`config.mk`:
```
export PLATFORM = sky130hd
export DESIGN_NAME = aluTop
export DESIGN_NICKNAME = d
export VERILOG_FILES = /design/src/aluPkg.sv /design/src/aluInputStage.sv /design/src/aluAdder.sv /design/src/aluLogicUnit.sv /design/src/aluOutputStage.sv /design/src/aluTop.sv
export VERILOG_INCLUDE_DIRS = /design/src
export SDC_FILE = /design/constraint.sdc
export NUM_CORES = 1
export LEC_CHECK = 0
export BUFFER_PORTS_ARGS = -buffer_cell sky130_fd_sc_hd__buf_2
export CAP_MARGIN = 20
export CORE_MARGIN = 4
export CORE_UTILIZATION = 62
export CTS_CLUSTER_DIAMETER = 30
export CTS_CLUSTER_SIZE = 40
export DETAILED_ROUTE_END_ITERATION = 10
export HOLD_SLACK_MARGIN = 0.08
export PLACE_DENSITY = 0.87
export SLEW_MARGIN = 30
export SYNTH_ARGS = -nofsm -noshare
export SYNTH_HDL_FRONTEND = slang
export SYNTH_SLANG_ARGS = --single-unit
export TNS_END_PERCENT = 50
```
`constraint.sdc`:
```
create_clock -name clk -period 50.4 [get_ports clk]
set_clock_uncertainty 0.2 [all_clocks]
set_input_delay 10.08 -clock clk [delete_from_list [all_inputs] [get_ports clk]]
set_output_delay 10.08 -clock clk [all_outputs]
set_load 0.03 [all_outputs]
```
`src/alu_macros.svh`:
```
// Data width and 3-bit command and select codes shared by every ALU source and the testbench
`ifndef ALU_MACROS_SVH
`define ALU_MACROS_SVH

// data path width in bits
`define ALU_WIDTH 32

// command codes 0 to 7
`define ADD_OP  3'd0
`define SUB_OP  3'd1
`define XOR_OP  3'd2
`define SLT_OP  3'd3
`define AND_OP  3'd4
`define NAND_OP 3'd5
`define NOR_OP  3'd6
`define OR_OP   3'd7

// result select codes for the output mux
`define SEL_ADD  3'd0
`define SEL_XOR  3'd1
`define SEL_SLT  3'd2
`define SEL_NAND 3'd3
`define SEL_NOR  3'd4

`endif

```
`src/aluPkg.sv`:
```
// Types shared by the ALU and its testbench; every word is ALU_WIDTH bits and codes are 3 bits
package aluPkg;

  `include "alu_macros.svh"

  typedef logic [`ALU_WIDTH-1:0] word_t;
  typedef logic [2:0]            aluCmd_t;
  typedef logic [2:0]            resultSel_t;

  // request as it arrives at the top level
  typedef struct packed {
    word_t   operandA;
    word_t   operandB;
    aluCmd_t command;
  } aluReq_t;

  // decoded control for the datapath
  typedef struct packed {
    resultSel_t sel;
    logic       invA;
    logic       invB;
  } aluCtrl_t;

  // operands after optional inversion
  typedef struct packed {
    word_t inputA;
    word_t inputB;
  } aluOperands_t;

  typedef struct packed {
    word_t sum;
    logic  carryout;
    logic  overflow;
    logic  less;
  } adderOut_t;

  typedef struct packed {
    word_t xorOut;
    word_t nandOut;
    word_t norOut;
  } logicOut_t;

  // registered response with flags
  typedef struct packed {
    word_t result;
    logic  carryout;
    logic  zero;
    logic  overflow;
  } aluResp_t;

endpackage

```
`src/aluInputStage.sv`:
```
// Registers a new request every cycle with no handshake and decodes it; reset decodes as add of 0
`timescale 1ns/1ps

`include "alu_macros.svh"

module aluInputStage (
  input  logic                 clk,
  input  logic                 rstN,
  input  aluPkg::aluReq_t      req,
  output aluPkg::aluCtrl_t     ctrl,
  output aluPkg::aluOperands_t opnds
);

  import aluPkg::*;

  aluReq_t reqQ;

  // request register
  always_ff @(posedge clk) begin
    if (!rstN) begin
      reqQ <= '0;
    end else begin
      reqQ <= req;
    end
  end

  // command decode
  always_comb begin
    ctrl = '0;
    case (reqQ.command)
      `ADD_OP: begin
        ctrl.sel  = `SEL_ADD;
        ctrl.invA = 1'b0;
        ctrl.invB = 1'b0;
      end
      // B inverted and carried in as +1
      `SUB_OP: begin
        ctrl.sel  = `SEL_ADD;
        ctrl.invA = 1'b0;
        ctrl.invB = 1'b1;
      end
      `XOR_OP: begin
        ctrl.sel  = `SEL_XOR;
        ctrl.invA = 1'b0;
        ctrl.invB = 1'b0;
      end
      // uses the subtraction of the adder
      `SLT_OP: begin
        ctrl.sel  = `SEL_SLT;
        ctrl.invA = 1'b0;
        ctrl.invB = 1'b1;
      end
      // nor of inverted operands gives and
      `AND_OP: begin
        ctrl.sel  = `SEL_NOR;
        ctrl.invA = 1'b1;
        ctrl.invB = 1'b1;
      end
      `NAND_OP: begin
        ctrl.sel  = `SEL_NAND;
        ctrl.invA = 1'b0;
        ctrl.invB = 1'b0;
      end
      `NOR_OP: begin
        ctrl.sel  = `SEL_NOR;
        ctrl.invA = 1'b0;
        ctrl.invB = 1'b0;
      end
      // nand of inverted operands gives or
      `OR_OP: begin
        ctrl.sel  = `SEL_NAND;
        ctrl.invA = 1'b1;
        ctrl.invB = 1'b1;
      end
      default: begin
        ctrl = '0;
      end
    endcase
  end

  // operand conditioning
  assign opnds.inputA = reqQ.operandA ^ {`ALU_WIDTH{ctrl.invA}};
  assign opnds.inputB = reqQ.operandB ^ {`ALU_WIDTH{ctrl.invB}};

endmodule

```
`src/aluAdder.sv`:
```
// Purely combinational ripple-carry adder; flags assume two's complement operands of ALU_WIDTH bits
`timescale 1ns/1ps

`include "alu_macros.svh"

module aluAdder (
  input  aluPkg::aluOperands_t opnds,
  input  logic                 invB,
  output aluPkg::adderOut_t    addOut
);

  import aluPkg::*;

  // carry chain with the carry-in at bit 0
  logic [`ALU_WIDTH:0] carry;
  word_t               sum;
  logic                overflow;

  // invB doubles as carry-in to finish the two's complement
  assign carry[0] = invB;

  // one full adder per bit
  for (genvar i = 0; i < `ALU_WIDTH; i++) begin : gFullAdder
    logic aXorB;
    logic aAndB;

    assign aXorB      = opnds.inputA[i] ^ opnds.inputB[i];
    assign aAndB      = opnds.inputA[i] & opnds.inputB[i];
    assign sum[i]     = aXorB ^ carry[i];
    assign carry[i+1] = (aXorB & carry[i]) | aAndB;
  end

  // carry into the msb differs from carry out of it
  assign overflow = carry[`ALU_WIDTH-1] ^ carry[`ALU_WIDTH];

  assign addOut.sum      = sum;
  assign addOut.carryout = carry[`ALU_WIDTH];
  assign addOut.overflow = overflow;

  // sign of a - b corrected for overflow
  assign addOut.less = sum[`ALU_WIDTH-1] ^ overflow;

endmodule

```
`src/aluLogicUnit.sv`:
```
// Bitwise XOR, NAND and NOR only; AND and OR rely on the operand inversion of the input stage
`timescale 1ns/1ps

module aluLogicUnit (
  input  aluPkg::aluOperands_t opnds,
  output aluPkg::logicOut_t    logicOut
);

  import aluPkg::*;

  word_t a;
  word_t b;

  assign a = opnds.inputA;
  assign b = opnds.inputB;

  // plain xor
  assign logicOut.xorOut = a ^ b;

  // nand turns into or when both inputs come in inverted
  assign logicOut.nandOut = ~(a & b);

  // nor turns into and when both inputs come in inverted
  assign logicOut.norOut = ~(a | b);

endmodule

```
`src/aluOutputStage.sv`:
```
// Selects and registers the response; carryout and overflow read 0 outside the adder select
`timescale 1ns/1ps

`include "alu_macros.svh"

module aluOutputStage (
  input  logic               clk,
  input  logic               rstN,
  input  aluPkg::resultSel_t sel,
  input  aluPkg::adderOut_t  addOut,
  input  aluPkg::logicOut_t  logicOut,
  output aluPkg::aluResp_t   resp
);

  import aluPkg::*;

  word_t    sltWord;
  word_t    result;
  logic     isAdd;
  aluResp_t respD;

  // less bit zero-extended to a full word
  assign sltWord = {{(`ALU_WIDTH-1){1'b0}}, addOut.less};

  // result mux
  always_comb begin
    case (sel)
      `SEL_ADD: begin
        result = addOut.sum;
      end
      `SEL_XOR: begin
        result = logicOut.xorOut;
      end
      `SEL_SLT: begin
        result = sltWord;
      end
      `SEL_NAND: begin
        result = logicOut.nandOut;
      end
      `SEL_NOR: begin
        result = logicOut.norOut;
      end
      default: begin
        result = '0;
      end
    endcase
  end

  // flags only mean something for add and sub
  assign isAdd = (sel == `SEL_ADD);

  assign respD.result   = result;
  assign respD.carryout = isAdd & addOut.carryout;
  assign respD.overflow = isAdd & addOut.overflow;
  assign respD.zero     = (result == '0);

  // response register
  always_ff @(posedge clk) begin
    if (!rstN) begin
      resp <= '0;
    end else begin
      resp <= respD;
    end
  end

endmodule

```
`src/aluTop.sv`:
```
// Two-cycle ALU with a new request taken every cycle and no handshake or valid signal
`timescale 1ns/1ps

module aluTop (
  input  logic             clk,
  input  logic             rstN,
  input  aluPkg::aluReq_t  req,
  output aluPkg::aluResp_t resp
);

  import aluPkg::*;

  aluCtrl_t     ctrl;
  aluOperands_t opnds;
  adderOut_t    addOut;
  logicOut_t    logicOut;

  // first register plus decode and inversion
  aluInputStage aluInputStage_inst (
    .clk   (clk),
    .rstN  (rstN),
    .req   (req),
    .ctrl  (ctrl),
    .opnds (opnds)
  );

  // add, sub and the less-than bit
  aluAdder aluAdder_inst (
    .opnds  (opnds),
    .invB   (ctrl.invB),
    .addOut (addOut)
  );

  // xor, nand and nor
  aluLogicUnit aluLogicUnit_inst (
    .opnds    (opnds),
    .logicOut (logicOut)
  );

  // select, flags and second register
  aluOutputStage aluOutputStage_inst (
    .clk      (clk),
    .rstN     (rstN),
    .sel      (ctrl.sel),
    .addOut   (addOut),
    .logicOut (logicOut),
    .resp     (resp)
  );

endmodule

```
==> results of run 1 <==
-- flip-flops by register name (all words and copies together), names as in the netlist --
| name | cells |
|---|---|
| aluInputStage_inst.ctrl | 5 |
| aluInputStage_inst.reqQ | 64 |
| aluOutputStage_inst.resp | 35 |
-- cells by family after synthesis --
group                      count (synthesis)  share of synthesized area, %
xor gates and xnor gates                  66                          9.11
and+or+nand+nor                          192                          17.0
adders and majority gates                 98                          23.1
DFF                                      104                          32.8
buffers and inverters                    110                          6.68
AOI/OAI and AO/OA                        111                          11.0
muxes                                      2                         0.315
-- cell usage after synthesis, drive strengths merged (18+ instances only) --
| cell type | count | area (um^2) |
|---|---|---|
| a21oi | 30 | 150 |
| and2 | 83 | 519 |
| clkbuf | 24 | 90.1 |
| dfxtp | 104 | 2080 |
| fa | 32 | 641 |
| ha | 66 | 826 |
| inv | 70 | 263 |
| nand2 | 24 | 90.1 |
| nor2 | 31 | 116 |
| nor2b | 18 | 113 |
| o21ai | 30 | 150 |
| xor2 | 62 | 543 |
-- worst paths after layout --
| path | cells after the start | start | slack (ps) | to |
|---|---|---|---|---|
| max | 41 | aluInputStage_inst.ctrl[1] | 32880 | aluOutputStage_inst.resp[1] |
| min | 4 | aluInputStage_inst.reqQ[58] | 660 | aluOutputStage_inst.resp[26] |
| max reg2reg | 41 | aluInputStage_inst.ctrl[1] | 32880 | aluOutputStage_inst.resp[1] |
| min reg2reg | 4 | aluInputStage_inst.reqQ[58] | 660 | aluOutputStage_inst.resp[26] |
-- metrics by stage --
stage,setup slack (ps),cells,hold WS [ps]
2_1_floorplan,33630,683,549
4_1_cts,32800,905,654
5_1_grt,32300,905,721
3_3_place_gp,33260,889,625
3_5_place_dp,32880,889,629
6_report,32880,905,657
-- worst reg2reg max path, delay by kind of cell, from the launching register on --
| family | cells | cell delay, ps |
|---|---|---|
| buffers and inverters | 2 | 520 |
| XOR/XNOR | 1 | 210 |
| AO/OA/AOI/OAI | 3 | 630 |
| adder cells (fa/ha/maj) | 31 | 14050 |
| AND/OR/NAND/NOR | 4 | 1500 |
| flip-flops | 1 | 330 |
-- layout make-up --
class / instances / area share [%]
multi-input cells: 469 / 53.7
repair buffers: 113 / 8.25
flip-flops and latches: 104 / 29.1
inverters: 70 / 3.67
clock buffers: 11 / 1.84
well taps: 133 / 2.33
clock inverters: 5 / 1.14
-- metal layers --
metal,vias to the layer above,wire (um)
li1,2358,-
met2,196,7500
met5,-,0
met3,28,1030
met4,0,280
met1,2288,6270
-- report_power, final --
group	switching [mW]	internal (mW)	total (mW)
Combinational	0.0567	0.0358	0.0925
Clock	0.0276	0.0280	0.0557
Sequential	0.00249	0.0902	0.0927
Total	0.0868	0.154	0.241
==> impl_metrics.prom, run 1 <==
# TYPE chip_impl_metric gauge
chip_impl_info{name="most_used_flip_flop_cell_after_synthesis",value="sky130_fd_sc_hd__dfxtp_1"} 1
chip_impl_metric{name="dp_hpwl",unit="um"} 11300
chip_impl_metric{name="htree_num_levels",unit=""} 3
chip_impl_metric{name="final_area",unit="um^2"} 7160
chip_impl_metric{name="grt.met1_usage",unit="%"} 32.8
chip_impl_metric{name="route.final.wire_length",unit="um"} 15100
chip_impl_metric{name="final_max_tran_viols",unit=""} 0
chip_impl_metric{name="number_of_failing_setup_endpoints_in_the_final_timing_report",unit=""} 0
chip_impl_metric{name="max-slew-margin-rel",unit="%"} 50.5
chip_impl_metric{name="number_of_clock_buffers_inserted_by_tritoncts",unit=""} 9
chip_impl_metric{name="period_minus_slack",unit="ps"} 17520
chip_impl_metric{name="ys_types",unit=""} 49
chip_impl_info{name="criticalPathCategory",value="flop to flop"} 1
chip_impl_metric{name="groute.layer.met3.usage",unit="%"} 5.27
chip_impl_metric{name="vias_in_the_first_global_route",unit=""} 5067
chip_impl_metric{name="max_freq",unit="GHz"} 0.0571
chip_impl_info{name="setup_crit_end_kind",value="flop"} 1
chip_impl_metric{name="drtAntennaViolNets",unit=""} 0
chip_impl_metric{name="ys_async_sr_fraction",unit="%"} 0
chip_impl_metric{name="synthesis.nets",unit=""} 850
chip_impl_metric{name="antenna_violations_before_repair",unit=""} 0
chip_impl_metric{name="timing_hold_violations_final",unit=""} 0
chip_impl_metric{name="cp_num_buf_inv",unit=""} 2
chip_impl_metric{name="dpl-instance-area",unit="um^2"} 6940
chip_impl_metric{name="synth-edff-count",unit=""} 0
chip_impl_metric{name="cts_setup_buffers",unit=""} 0
chip_impl_metric{name="grt.total_usage",unit="%"} 26.6
chip_impl_metric{name="power.density",unit="nW/um^2"} 33.7
chip_impl_metric{name="worstMarginPinSlew",unit="ps"} 743
chip_impl_metric{name="syn-instance-count",unit=""} 683
chip_impl_metric{name="gp_congestion",unit=""} 0.905
chip_impl_metric{name="core",unit="um^2"} 9860
chip_impl_metric{name="final.period_utilization",unit="%"} 34.8
chip_impl_metric{name="synthesis.yosys.warnings",unit=""} 0
chip_impl_metric{name="max-vdd-ir-drop",unit="V"} 0.0000167
chip_impl_info{name="cp_max_delay_cell",value="sky130_fd_sc_hd__or4_1"} 1
chip_impl_info{name="critical-path-top-cell-by-count",value="sky130_fd_sc_hd__fa_1"} 1
chip_impl_metric{name="mappedNetlistArea",unit="um^2"} 6350
chip_impl_metric{name="max-clock-path-buffers",unit=""} 2
chip_impl_metric{name="globalRouteMet2Util",unit="%"} 46.4
chip_impl_metric{name="post_cts_hold_buffer_count",unit=""} 0
chip_impl_metric{name="detailedRoute.firstPassIterationCount",unit=""} 5
chip_impl_metric{name="clock_edge_transition_at_the_registers_on_the_reported_setup_and_hold_paths",unit="ps"} 90
chip_impl_info{name="startpoint_type",value="flop"} 1
chip_impl_metric{name="dieArea",unit="um^2"} 11900
chip_impl_metric{name="multi_input_comb_area",unit="um^2"} 3840
chip_impl_metric{name="cp_slowest_stage_delay",unit="ps"} 550
chip_impl_metric{name="power",unit="uW"} 241
chip_impl_metric{name="maximum_net_fanout_on_the_critical_path",unit=""} 32
chip_impl_metric{name="first_pass_grt_wire_length",unit="um"} 24300
chip_impl_metric{name="global_route.overflow_total",unit=""} 0
chip_impl_metric{name="largest_net_degree_at_the_start_of_global_routing",unit=""} 105
chip_impl_metric{name="post_route_cells_drive_above_1_share",unit="%"} 17.0
chip_impl_info{name="worst_hold_path_type",value="flop to flop"} 1
chip_impl_metric{name="flip_flop_and_latch_count_after_synthesis",unit=""} 104
chip_impl_metric{name="design.portCount",unit=""} 104
chip_impl_metric{name="buffer_ports.inserted",unit=""} 103
chip_impl_metric{name="count_of_vias_placed_by_the_detailed_router",unit=""} 4870
chip_impl_metric{name="mean_syn_cell_area",unit="um^2"} 9.29
chip_impl_metric{name="cp.required",unit="ps"} 50480
chip_impl_info{name="unrepaired_setup_endpoints_after_global_routing",value="false"} 1
chip_impl_metric{name="clock_insertion_delay_worst_skew",unit="ps"} 370
chip_impl_metric{name="critical_path_arrival",unit="ps"} 17600
chip_impl_metric{name="antennaDiodeCount",unit=""} 0
chip_impl_info{name="run_status",value="complete, no violations"} 1
chip_impl_metric{name="cts_resized",unit=""} 0
chip_impl_metric{name="layout-area-overhead-vs-synth",unit="%"} 12.8
chip_impl_metric{name="fp.dieH",unit="um"} 109
chip_impl_info{name="cts.root.buffer_cell",value="sky130_fd_sc_hd__clkbuf_8"} 1
chip_impl_metric{name="drt_iter0_markers",unit=""} 287
chip_impl_metric{name="cap_violations",unit=""} 0
chip_impl_info{name="most_used_cells_in_the_layout_excluding_fill_and_tap_cells",value="sky130_fd_sc_hd__dfxtp_1 (103), sky130_fd_sc_hd__buf_2 (103), sky130_fd_sc_hd__and2_1 (83)"} 1
chip_impl_metric{name="drt-vias-per-instance",unit=""} 5.38
chip_impl_metric{name="dieWidth",unit="um"} 109
chip_impl_metric{name="layout.filler_cells",unit=""} 761
chip_impl_metric{name="cts_sinks",unit=""} 104
chip_impl_metric{name="rows",unit=""} 36
chip_impl_metric{name="nets",unit=""} 934
chip_impl_metric{name="final_core_util",unit="%"} 72.5
chip_impl_info{name="busiest_layer",value="met2"} 1
chip_impl_metric{name="effective_utilization_at_floorplan",unit="%"} 64.3
chip_impl_metric{name="seqCellArea",unit="um^2"} 2080
chip_impl_info{name="critPathTopFamily",value="adder cells"} 1
chip_impl_metric{name="leakage",unit="nW"} 3.53
chip_impl_metric{name="synth_sequential_area_ratio",unit="%"} 32.8
chip_impl_metric{name="setup_tns",unit="ps"} 0
chip_impl_metric{name="routedWlPerCell",unit="um"} 16.7
chip_impl_metric{name="drcViolationCount",unit=""} 0
chip_impl_info{name="clock_tree_from_tritoncts",value="done"} 1
(Power assumes the default switching activity.)
==> run 2: changes to the inputs <==
--- a/config.mk
+++ b/config.mk
@@ -9,12 +9,12 @@
 export BUFFER_PORTS_ARGS = -buffer_cell sky130_fd_sc_hd__buf_2
 export CAP_MARGIN = 20
 export CORE_MARGIN = 4
-export CORE_UTILIZATION = 62
+export CORE_UTILIZATION = 57
 export CTS_CLUSTER_DIAMETER = 30
 export CTS_CLUSTER_SIZE = 40
 export DETAILED_ROUTE_END_ITERATION = 10
 export HOLD_SLACK_MARGIN = 0.08
-export PLACE_DENSITY = 0.87
+export PLACE_DENSITY = 0.8
 export SLEW_MARGIN = 30
 export SYNTH_ARGS = -nofsm -noshare
 export SYNTH_HDL_FRONTEND = slang
==> constraint.sdc (replaced) <==
create_clock -name clk -period 16.75 [get_ports clk]
set_clock_uncertainty 0.2 [all_clocks]
set_input_delay 3.35 -clock clk [delete_from_list [all_inputs] [get_ports clk]]
set_output_delay 3.35 -clock clk [all_outputs]
set_load 0.03 [all_outputs]
==> impl_metrics.prom, run 2 (synthesis gave the netlist of run 1 again) <==
# TYPE chip_impl_metric gauge
chip_impl_metric{name="dp_worst_setup_slack",unit="ps"} -153
chip_impl_metric{name="drt_iter0_markers",unit=""} 327
chip_impl_metric{name="timing_hold_violations_final",unit=""} 0
chip_impl_metric{name="cts_setup_buffers",unit=""} 0
chip_impl_metric{name="antenna_violations_before_repair",unit=""} 0
chip_impl_metric{name="design.portCount",unit=""} 104
chip_impl_metric{name="cp_slowest_stage_delay",unit="ps"} 540
chip_impl_metric{name="effective_utilization_at_floorplan",unit="%"} 58.3
chip_impl_info{name="layout.cells.most_common",value="sky130_fd_sc_hd__buf_2"} 1
chip_impl_metric{name="critical_path_arrival",unit="ps"} 16290
chip_impl_info{name="criticalPathCategory",value="flop to flop"} 1
chip_impl_metric{name="global_route.overflow_total",unit=""} 0
chip_impl_metric{name="post_route_cells_drive_above_1_share",unit="%"} 19.3
chip_impl_info{name="worst_hold_path_type",value="flop to flop"} 1
chip_impl_metric{name="worstMarginPinSlew",unit="ps"} 942
chip_impl_info{name="cts.root.buffer_cell",value="sky130_fd_sc_hd__clkbuf_8"} 1
chip_impl_metric{name="dp_hpwl",unit="um"} 11900
chip_impl_metric{name="cp.required",unit="ps"} 16850
chip_impl_metric{name="drcViolationCount",unit=""} 0
chip_impl_metric{name="leakage",unit="nW"} 3.57
chip_impl_metric{name="worst_hold_slack",unit="ps"} 658
chip_impl_metric{name="drtAntennaViolNets",unit=""} 0
chip_impl_info{name="most_used_cells_in_the_layout_excluding_fill_and_tap_cells",value="sky130_fd_sc_hd__buf_2 (103), sky130_fd_sc_hd__dfxtp_1 (102), sky130_fd_sc_hd__and2_1 (83)"} 1
chip_impl_metric{name="detailedRoute.firstPassIterationCount",unit=""} 5
chip_impl_info{name="startpoint_type",value="flop"} 1
chip_impl_metric{name="power.density",unit="nW/um^2"} 99.8
chip_impl_metric{name="core",unit="um^2"} 10900
chip_impl_metric{name="post-place-cells",unit=""} 903
chip_impl_metric{name="routedWlPerCell",unit="um"} 17.2
chip_impl_metric{name="grt.total_usage",unit="%"} 25.4
chip_impl_metric{name="clock_edge_transition_at_the_registers_on_the_reported_setup_and_hold_paths",unit="ps"} 90
chip_impl_metric{name="max-slew-margin-rel",unit="%"} 37.1
chip_impl_metric{name="final.period_utilization",unit="%"} 96.7
chip_impl_info{name="critical-path-top-cell-by-count",value="sky130_fd_sc_hd__fa_1"} 1
chip_impl_metric{name="final_max_tran_viols",unit=""} 0
chip_impl_info{name="unrepaired_setup_endpoints_after_global_routing",value="false"} 1
chip_impl_info{name="setup_crit_end_kind",value="flop"} 1
chip_impl_metric{name="buffer_ports.inserted",unit=""} 103
chip_impl_info{name="max_flop_register",value="aluInputStage_inst.reqQ"} 1
chip_impl_metric{name="post_cts_hold_buffer_count",unit=""} 0
chip_impl_metric{name="gp_congestion",unit=""} 0.947
chip_impl_metric{name="seqCellArea",unit="um^2"} 2080
chip_impl_metric{name="max-vdd-ir-drop",unit="V"} 0.0000692
chip_impl_metric{name="antennaDiodeCount",unit=""} 0
chip_impl_metric{name="vias_in_the_first_global_route",unit=""} 5148
chip_impl_metric{name="cts_sinks",unit=""} 104
chip_impl_metric{name="dieWidth",unit="um"} 114
chip_impl_metric{name="largest_net_degree_at_the_start_of_global_routing",unit=""} 105
chip_impl_metric{name="max_freq",unit="GHz"} 0.0618
chip_impl_metric{name="dieArea",unit="um^2"} 12900
chip_impl_metric{name="final_cell_count_no_fill",unit=""} 919
chip_impl_metric{name="nets",unit=""} 941
chip_impl_metric{name="period_minus_slack",unit="ps"} 16190
chip_impl_metric{name="max-clock-path-buffers",unit=""} 2
chip_impl_info{name="cp_max_delay_cell",value="sky130_fd_sc_hd__or4_1"} 1
chip_impl_metric{name="layout.filler_cells",unit=""} 869
chip_impl_metric{name="number_of_clock_buffers_inserted_by_tritoncts",unit=""} 9
chip_impl_metric{name="layout-area-overhead-vs-synth",unit="%"} 14.2
chip_impl_metric{name="fp.dieH",unit="um"} 114
chip_impl_metric{name="number_of_failing_setup_endpoints_in_the_final_timing_report",unit=""} 0
chip_impl_metric{name="rows",unit=""} 38
chip_impl_metric{name="cap_violations",unit=""} 0
chip_impl_metric{name="drt-vias-per-instance",unit=""} 5.39
chip_impl_metric{name="clock_insertion_delay_worst_skew",unit="ps"} 380
chip_impl_metric{name="largest_register_ffs",unit=""} 64
chip_impl_metric{name="multi_input_comb_area",unit="um^2"} 3870
chip_impl_metric{name="route.final.wire_length",unit="um"} 15800
chip_impl_metric{name="count_of_vias_placed_by_the_detailed_router",unit=""} 4953
chip_impl_info{name="run_status",value="complete, no violations"} 1
chip_impl_metric{name="first_pass_grt_wire_length",unit="um"} 25600
chip_impl_metric{name="htree_num_levels",unit=""} 3
chip_impl_info{name="clock_tree_from_tritoncts",value="done"} 1
chip_impl_metric{name="layout_setup_ws",unit="ps"} 556
chip_impl_metric{name="maximum_net_fanout_on_the_critical_path",unit=""} 4
chip_impl_metric{name="worst-r2r-setup-slack",unit="ps"} 560
[run 2: final cells by class]
| cell class | instances | area share (%) |
|---|---|---|
| multi-input cells | 469 | 53.4 |
| flip-flops and latches | 104 | 28.8 |
| clock inverters | 3 | 0.553 |
| well taps | 140 | 2.42 |
| clock buffers | 13 | 2.19 |
| repair buffers | 120 | 9.03 |
| inverters | 70 | 3.63 |
[run 2: per-stage QoR]
stage | setup TNS, ps | area [um^2] | power (mW) | utilization (%)
floorplan | 0 | 6350 | 0.480 | -
finish | 0 | 7240 | 0.723 | 66.5
global route | 0 | 7240 | 0.771 | 66.5
global placement | 0 | 6990 | 0.554 | 64.2
detailed placement | -153 | 7010 | 0.564 | 64.4
CTS | 0 | 7220 | 0.725 | 66.4
[run 2: final timing paths]
check,from,endpoint,depth (start not counted)
worst min-delay path,aluInputStage_inst.reqQ[58],aluOutputStage_inst.resp[26],4
worst max register to register,aluInputStage_inst.ctrl[1],aluOutputStage_inst.resp[1],40
worst min register to register,aluInputStage_inst.reqQ[58],aluOutputStage_inst.resp[26],4
worst max-delay path,aluInputStage_inst.ctrl[1],aluOutputStage_inst.resp[1],40
[run 2: what timing repair did]
action	4_1_cts	5_1_grt
resized for setup	5	8
gates cloned	0	0
endpoints found under the setup margin	1	1
pin swaps	1	2
[run 2: critical path: cells and delay by family (launching register included)]
kind / cells / cell delay [ps]
flip-flops: 1 / 360
buffers and inverters: 1 / 70
XOR/XNOR: 1 / 160
AO/OA/AOI/OAI: 3 / 580
AND/OR/NAND/NOR: 4 / 1420
adder cells (fa/ha/maj): 31 / 13310
[run 2: metal layers]
metal	GRT usage (%)	wire length, um
met1	32.5	6740
met2	43.4	7550
met3	4.46	1190
met4	8.57	363
met5	0	0
[run 2: report_power, final]
group / switching, mW / leakage, nW / internal (mW)
registers: 0.00806 / 0.865 / 0.271
logic: 0.173 / 2.60 / 0.112
clock network: 0.0826 / 0.103 / 0.0770
total: 0.263 / 3.57 / 0.460
==> run 3: changes to the inputs <==
--- a/config.mk
+++ b/config.mk
@@ -14,6 +14,7 @@
 export CTS_CLUSTER_SIZE = 40
 export DETAILED_ROUTE_END_ITERATION = 10
 export HOLD_SLACK_MARGIN = 0.08
+export MAX_ROUTING_LAYER = met4
 export PLACE_DENSITY = 0.8
 export SLEW_MARGIN = 30
 export SYNTH_ARGS = -nofsm -noshare
==> impl_metrics.prom, run 3 (synthesis gave the netlist of run 1 again) <==
# TYPE chip_impl_metric gauge
chip_impl_metric{name="post_cts_hold_buffer_count",unit=""} 0
chip_impl_metric{name="vias_in_the_first_global_route",unit=""} 5239
chip_impl_metric{name="design.portCount",unit=""} 104
chip_impl_metric{name="final_max_tran_viols",unit=""} 0
chip_impl_metric{name="worst_hold_slack",unit="ps"} 643
chip_impl_metric{name="cap_violations",unit=""} 0
chip_impl_info{name="unrepaired_setup_endpoints_after_global_routing",value="false"} 1
chip_impl_metric{name="count_of_vias_placed_by_the_detailed_router",unit=""} 4902
chip_impl_metric{name="rows",unit=""} 38
chip_impl_metric{name="worst-r2r-setup-slack",unit="ps"} 610
chip_impl_metric{name="cp.required",unit="ps"} 16860
chip_impl_info{name="max_flop_register",value="aluInputStage_inst.reqQ"} 1
chip_impl_info{name="worstReg2RegStart",value="aluInputStage_inst.ctrl[1]"} 1
chip_impl_metric{name="global_route.overflow_total",unit=""} 0
chip_impl_metric{name="cp_num_buf_inv",unit=""} 1
chip_impl_metric{name="detailedRoute.firstPassIterationCount",unit=""} 4
chip_impl_info{name="startpoint_type",value="flop"} 1
chip_impl_metric{name="clock_edge_transition_at_the_registers_on_the_reported_setup_and_hold_paths",unit="ps"} 100
chip_impl_info{name="run_status",value="complete, no violations"} 1
chip_impl_metric{name="power",unit="uW"} 716
chip_impl_metric{name="cp_slowest_stage_delay",unit="ps"} 550
chip_impl_info{name="clock_tree_from_tritoncts",value="done"} 1
chip_impl_metric{name="route.final.wire_length",unit="um"} 15600
chip_impl_info{name="cts.root.buffer_cell",value="sky130_fd_sc_hd__clkbuf_8"} 1
chip_impl_info{name="worst_hold_path_type",value="flop to flop"} 1
chip_impl_metric{name="buffer_ports.inserted",unit=""} 103
chip_impl_metric{name="max-slew-margin-rel",unit="%"} 49.0
chip_impl_metric{name="max-clock-path-buffers",unit=""} 2
chip_impl_metric{name="period_minus_slack",unit="ps"} 16140
chip_impl_info{name="critical_path.startpoint",value="aluInputStage_inst.ctrl[1]"} 1
chip_impl_metric{name="max-vdd-ir-drop",unit="V"} 0.0000706
chip_impl_metric{name="cts_setup_buffers",unit=""} 0
chip_impl_metric{name="first_pass_grt_wire_length",unit="um"} 25900
chip_impl_metric{name="worstMarginPinSlew",unit="ps"} 765
chip_impl_metric{name="antenna_violations_before_repair",unit=""} 0
chip_impl_metric{name="critical_path_arrival",unit="ps"} 16250
chip_impl_metric{name="final.period_utilization",unit="%"} 96.4
chip_impl_metric{name="drcViolationCount",unit=""} 0
chip_impl_info{name="hold_path_end",value="aluOutputStage_inst.resp[26]"} 1
chip_impl_metric{name="largest_net_degree_at_the_start_of_global_routing",unit=""} 105
chip_impl_metric{name="cts_sinks",unit=""} 104
chip_impl_metric{name="layout.filler_cells",unit=""} 870
chip_impl_metric{name="fp.dieH",unit="um"} 114
chip_impl_metric{name="grt.total_usage",unit="%"} 26.3
chip_impl_info{name="criticalPathCategory",value="flop to flop"} 1
chip_impl_info{name="setup_crit_end_kind",value="flop"} 1
chip_impl_metric{name="max_freq",unit="GHz"} 0.0620
chip_impl_metric{name="antennaDiodeCount",unit=""} 0
chip_impl_info{name="critPathTopFamily",value="adder cells"} 1
chip_impl_metric{name="number_of_clock_buffers_inserted_by_tritoncts",unit=""} 9
chip_impl_metric{name="drtAntennaViolNets",unit=""} 0
chip_impl_metric{name="power.density",unit="nW/um^2"} 99.0
chip_impl_metric{name="final_area",unit="um^2"} 7230
chip_impl_metric{name="dieWidth",unit="um"} 114
chip_impl_metric{name="maximum_net_fanout_on_the_critical_path",unit=""} 4
chip_impl_metric{name="dpl-instance-area",unit="um^2"} 7010
chip_impl_metric{name="layout-area-overhead-vs-synth",unit="%"} 14.0
chip_impl_info{name="layout.cells.most_common",value="sky130_fd_sc_hd__buf_2"} 1
chip_impl_info{name="critical-path-top-cell-by-count",value="sky130_fd_sc_hd__fa_1"} 1
chip_impl_metric{name="drt_iter0_markers",unit=""} 292
chip_impl_metric{name="post-place-cells",unit=""} 903
chip_impl_metric{name="gp_congestion",unit=""} 0.953
chip_impl_metric{name="timing.reg2reg.worst_path_depth",unit=""} 40
chip_impl_metric{name="dieArea",unit="um^2"} 12900
chip_impl_metric{name="layout_setup_ws",unit="ps"} 608
chip_impl_metric{name="nets",unit=""} 941
chip_impl_metric{name="worstHoldPathCells",unit=""} 4
chip_impl_info{name="cp_max_delay_cell",value="sky130_fd_sc_hd__or4_1"} 1
chip_impl_info{name="min-delay-start",value="aluInputStage_inst.reqQ[58]"} 1
chip_impl_metric{name="number_of_failing_setup_endpoints_in_the_final_timing_report",unit=""} 0
chip_impl_metric{name="clock_insertion_delay_worst_skew",unit="ps"} 390
chip_impl_metric{name="drt-vias-per-instance",unit=""} 5.33
chip_impl_metric{name="final_cell_count_no_fill",unit=""} 919
chip_impl_metric{name="effective_utilization_at_floorplan",unit="%"} 58.3
chip_impl_info{name="reg2reg_to",value="aluOutputStage_inst.resp[1]"} 1
chip_impl_metric{name="largest_register_ffs",unit=""} 64
chip_impl_info{name="most_used_cells_in_the_layout_excluding_fill_and_tap_cells",value="sky130_fd_sc_hd__buf_2 (103), sky130_fd_sc_hd__dfxtp_1 (102), sky130_fd_sc_hd__and2_1 (83)"} 1
chip_impl_metric{name="leakage",unit="nW"} 3.56
chip_impl_metric{name="timing_hold_violations_final",unit=""} 0
chip_impl_metric{name="htree_num_levels",unit=""} 3
chip_impl_metric{name="routedWlPerCell",unit="um"} 17.0
chip_impl_metric{name="core",unit="um^2"} 10900
chip_impl_metric{name="post_route_cells_drive_above_1_share",unit="%"} 19.5
chip_impl_metric{name="dp_worst_setup_slack",unit="ps"} -134
chip_impl_metric{name="dp_hpwl",unit="um"} 11600
run 3: area by class of cell:
cell class | instances | area (um^2) | share of cell area, %
Clock buffer | 10 | 128 | 1.76
Multi-Input combinational cell | 469 | 3870 | 53.5
Sequential cell | 104 | 2080 | 28.8
Inverter | 70 | 263 | 3.63
Clock inverter | 6 | 60.1 | 0.830
Timing Repair Buffer | 120 | 651 | 8.99
Tap cell | 140 | 175 | 2.42
run 3: report_power, final:
| part | total, mW | switching (mW) | internal (mW) |
|---|---|---|---|
| clock network | 0.152 | 0.0839 | 0.0683 |
| registers | 0.280 | 0.00832 | 0.271 |
| logic | 0.285 | 0.173 | 0.112 |
run 3: worst reg2reg max path, delay by kind of cell, from the launching register on:
kind | cells | cell delay (ps)
adders and majority gates | 31 | 13250
xor gates and xnor gates | 1 | 160
AOI/OAI and AO/OA | 3 | 570
and+or+nand+nor | 4 | 1440
DFF | 1 | 360
buffers and inverters | 1 | 60
run 3: per-stage QoR:
step	utilization [%]	setup TNS, ps
floorplan	-	0
finish	66.4	0
detailed placement	64.4	-134
global route	66.4	0
CTS	66.2	0
global placement	64.3	0
run 3: worst max-delay path by stage:
stage | to | slack [ps] | depth (start not counted)
finish | aluOutputStage_inst.resp[1] | 610 | 40
global route | aluOutputStage_inst.resp[1] | 10 | 40
CTS | aluOutputStage_inst.resp[1] | 20 | 40
detailed placement | aluOutputStage_inst.resp[1] | -130 | 40
global placement | aluOutputStage_inst.resp[1] | 90 | 40
floorplan | aluOutputStage_inst.resp[1] | 180 | 41
run 3: routing by layer:
layer	vias to the layer above	part of all wire [%]	GRT usage (%)
met3	28	7.9	7.21
met4	0	2.7	9.21
met2	201	47	42.1
met1	2304	43	32.1
li1	2369	-	-
met5	-	0	-
run 3: what timing repair did:
item,4_1_cts,5_1_grt
setup endpoints to repair,1,1
gates resized for setup,5,8
pin swaps,1,1
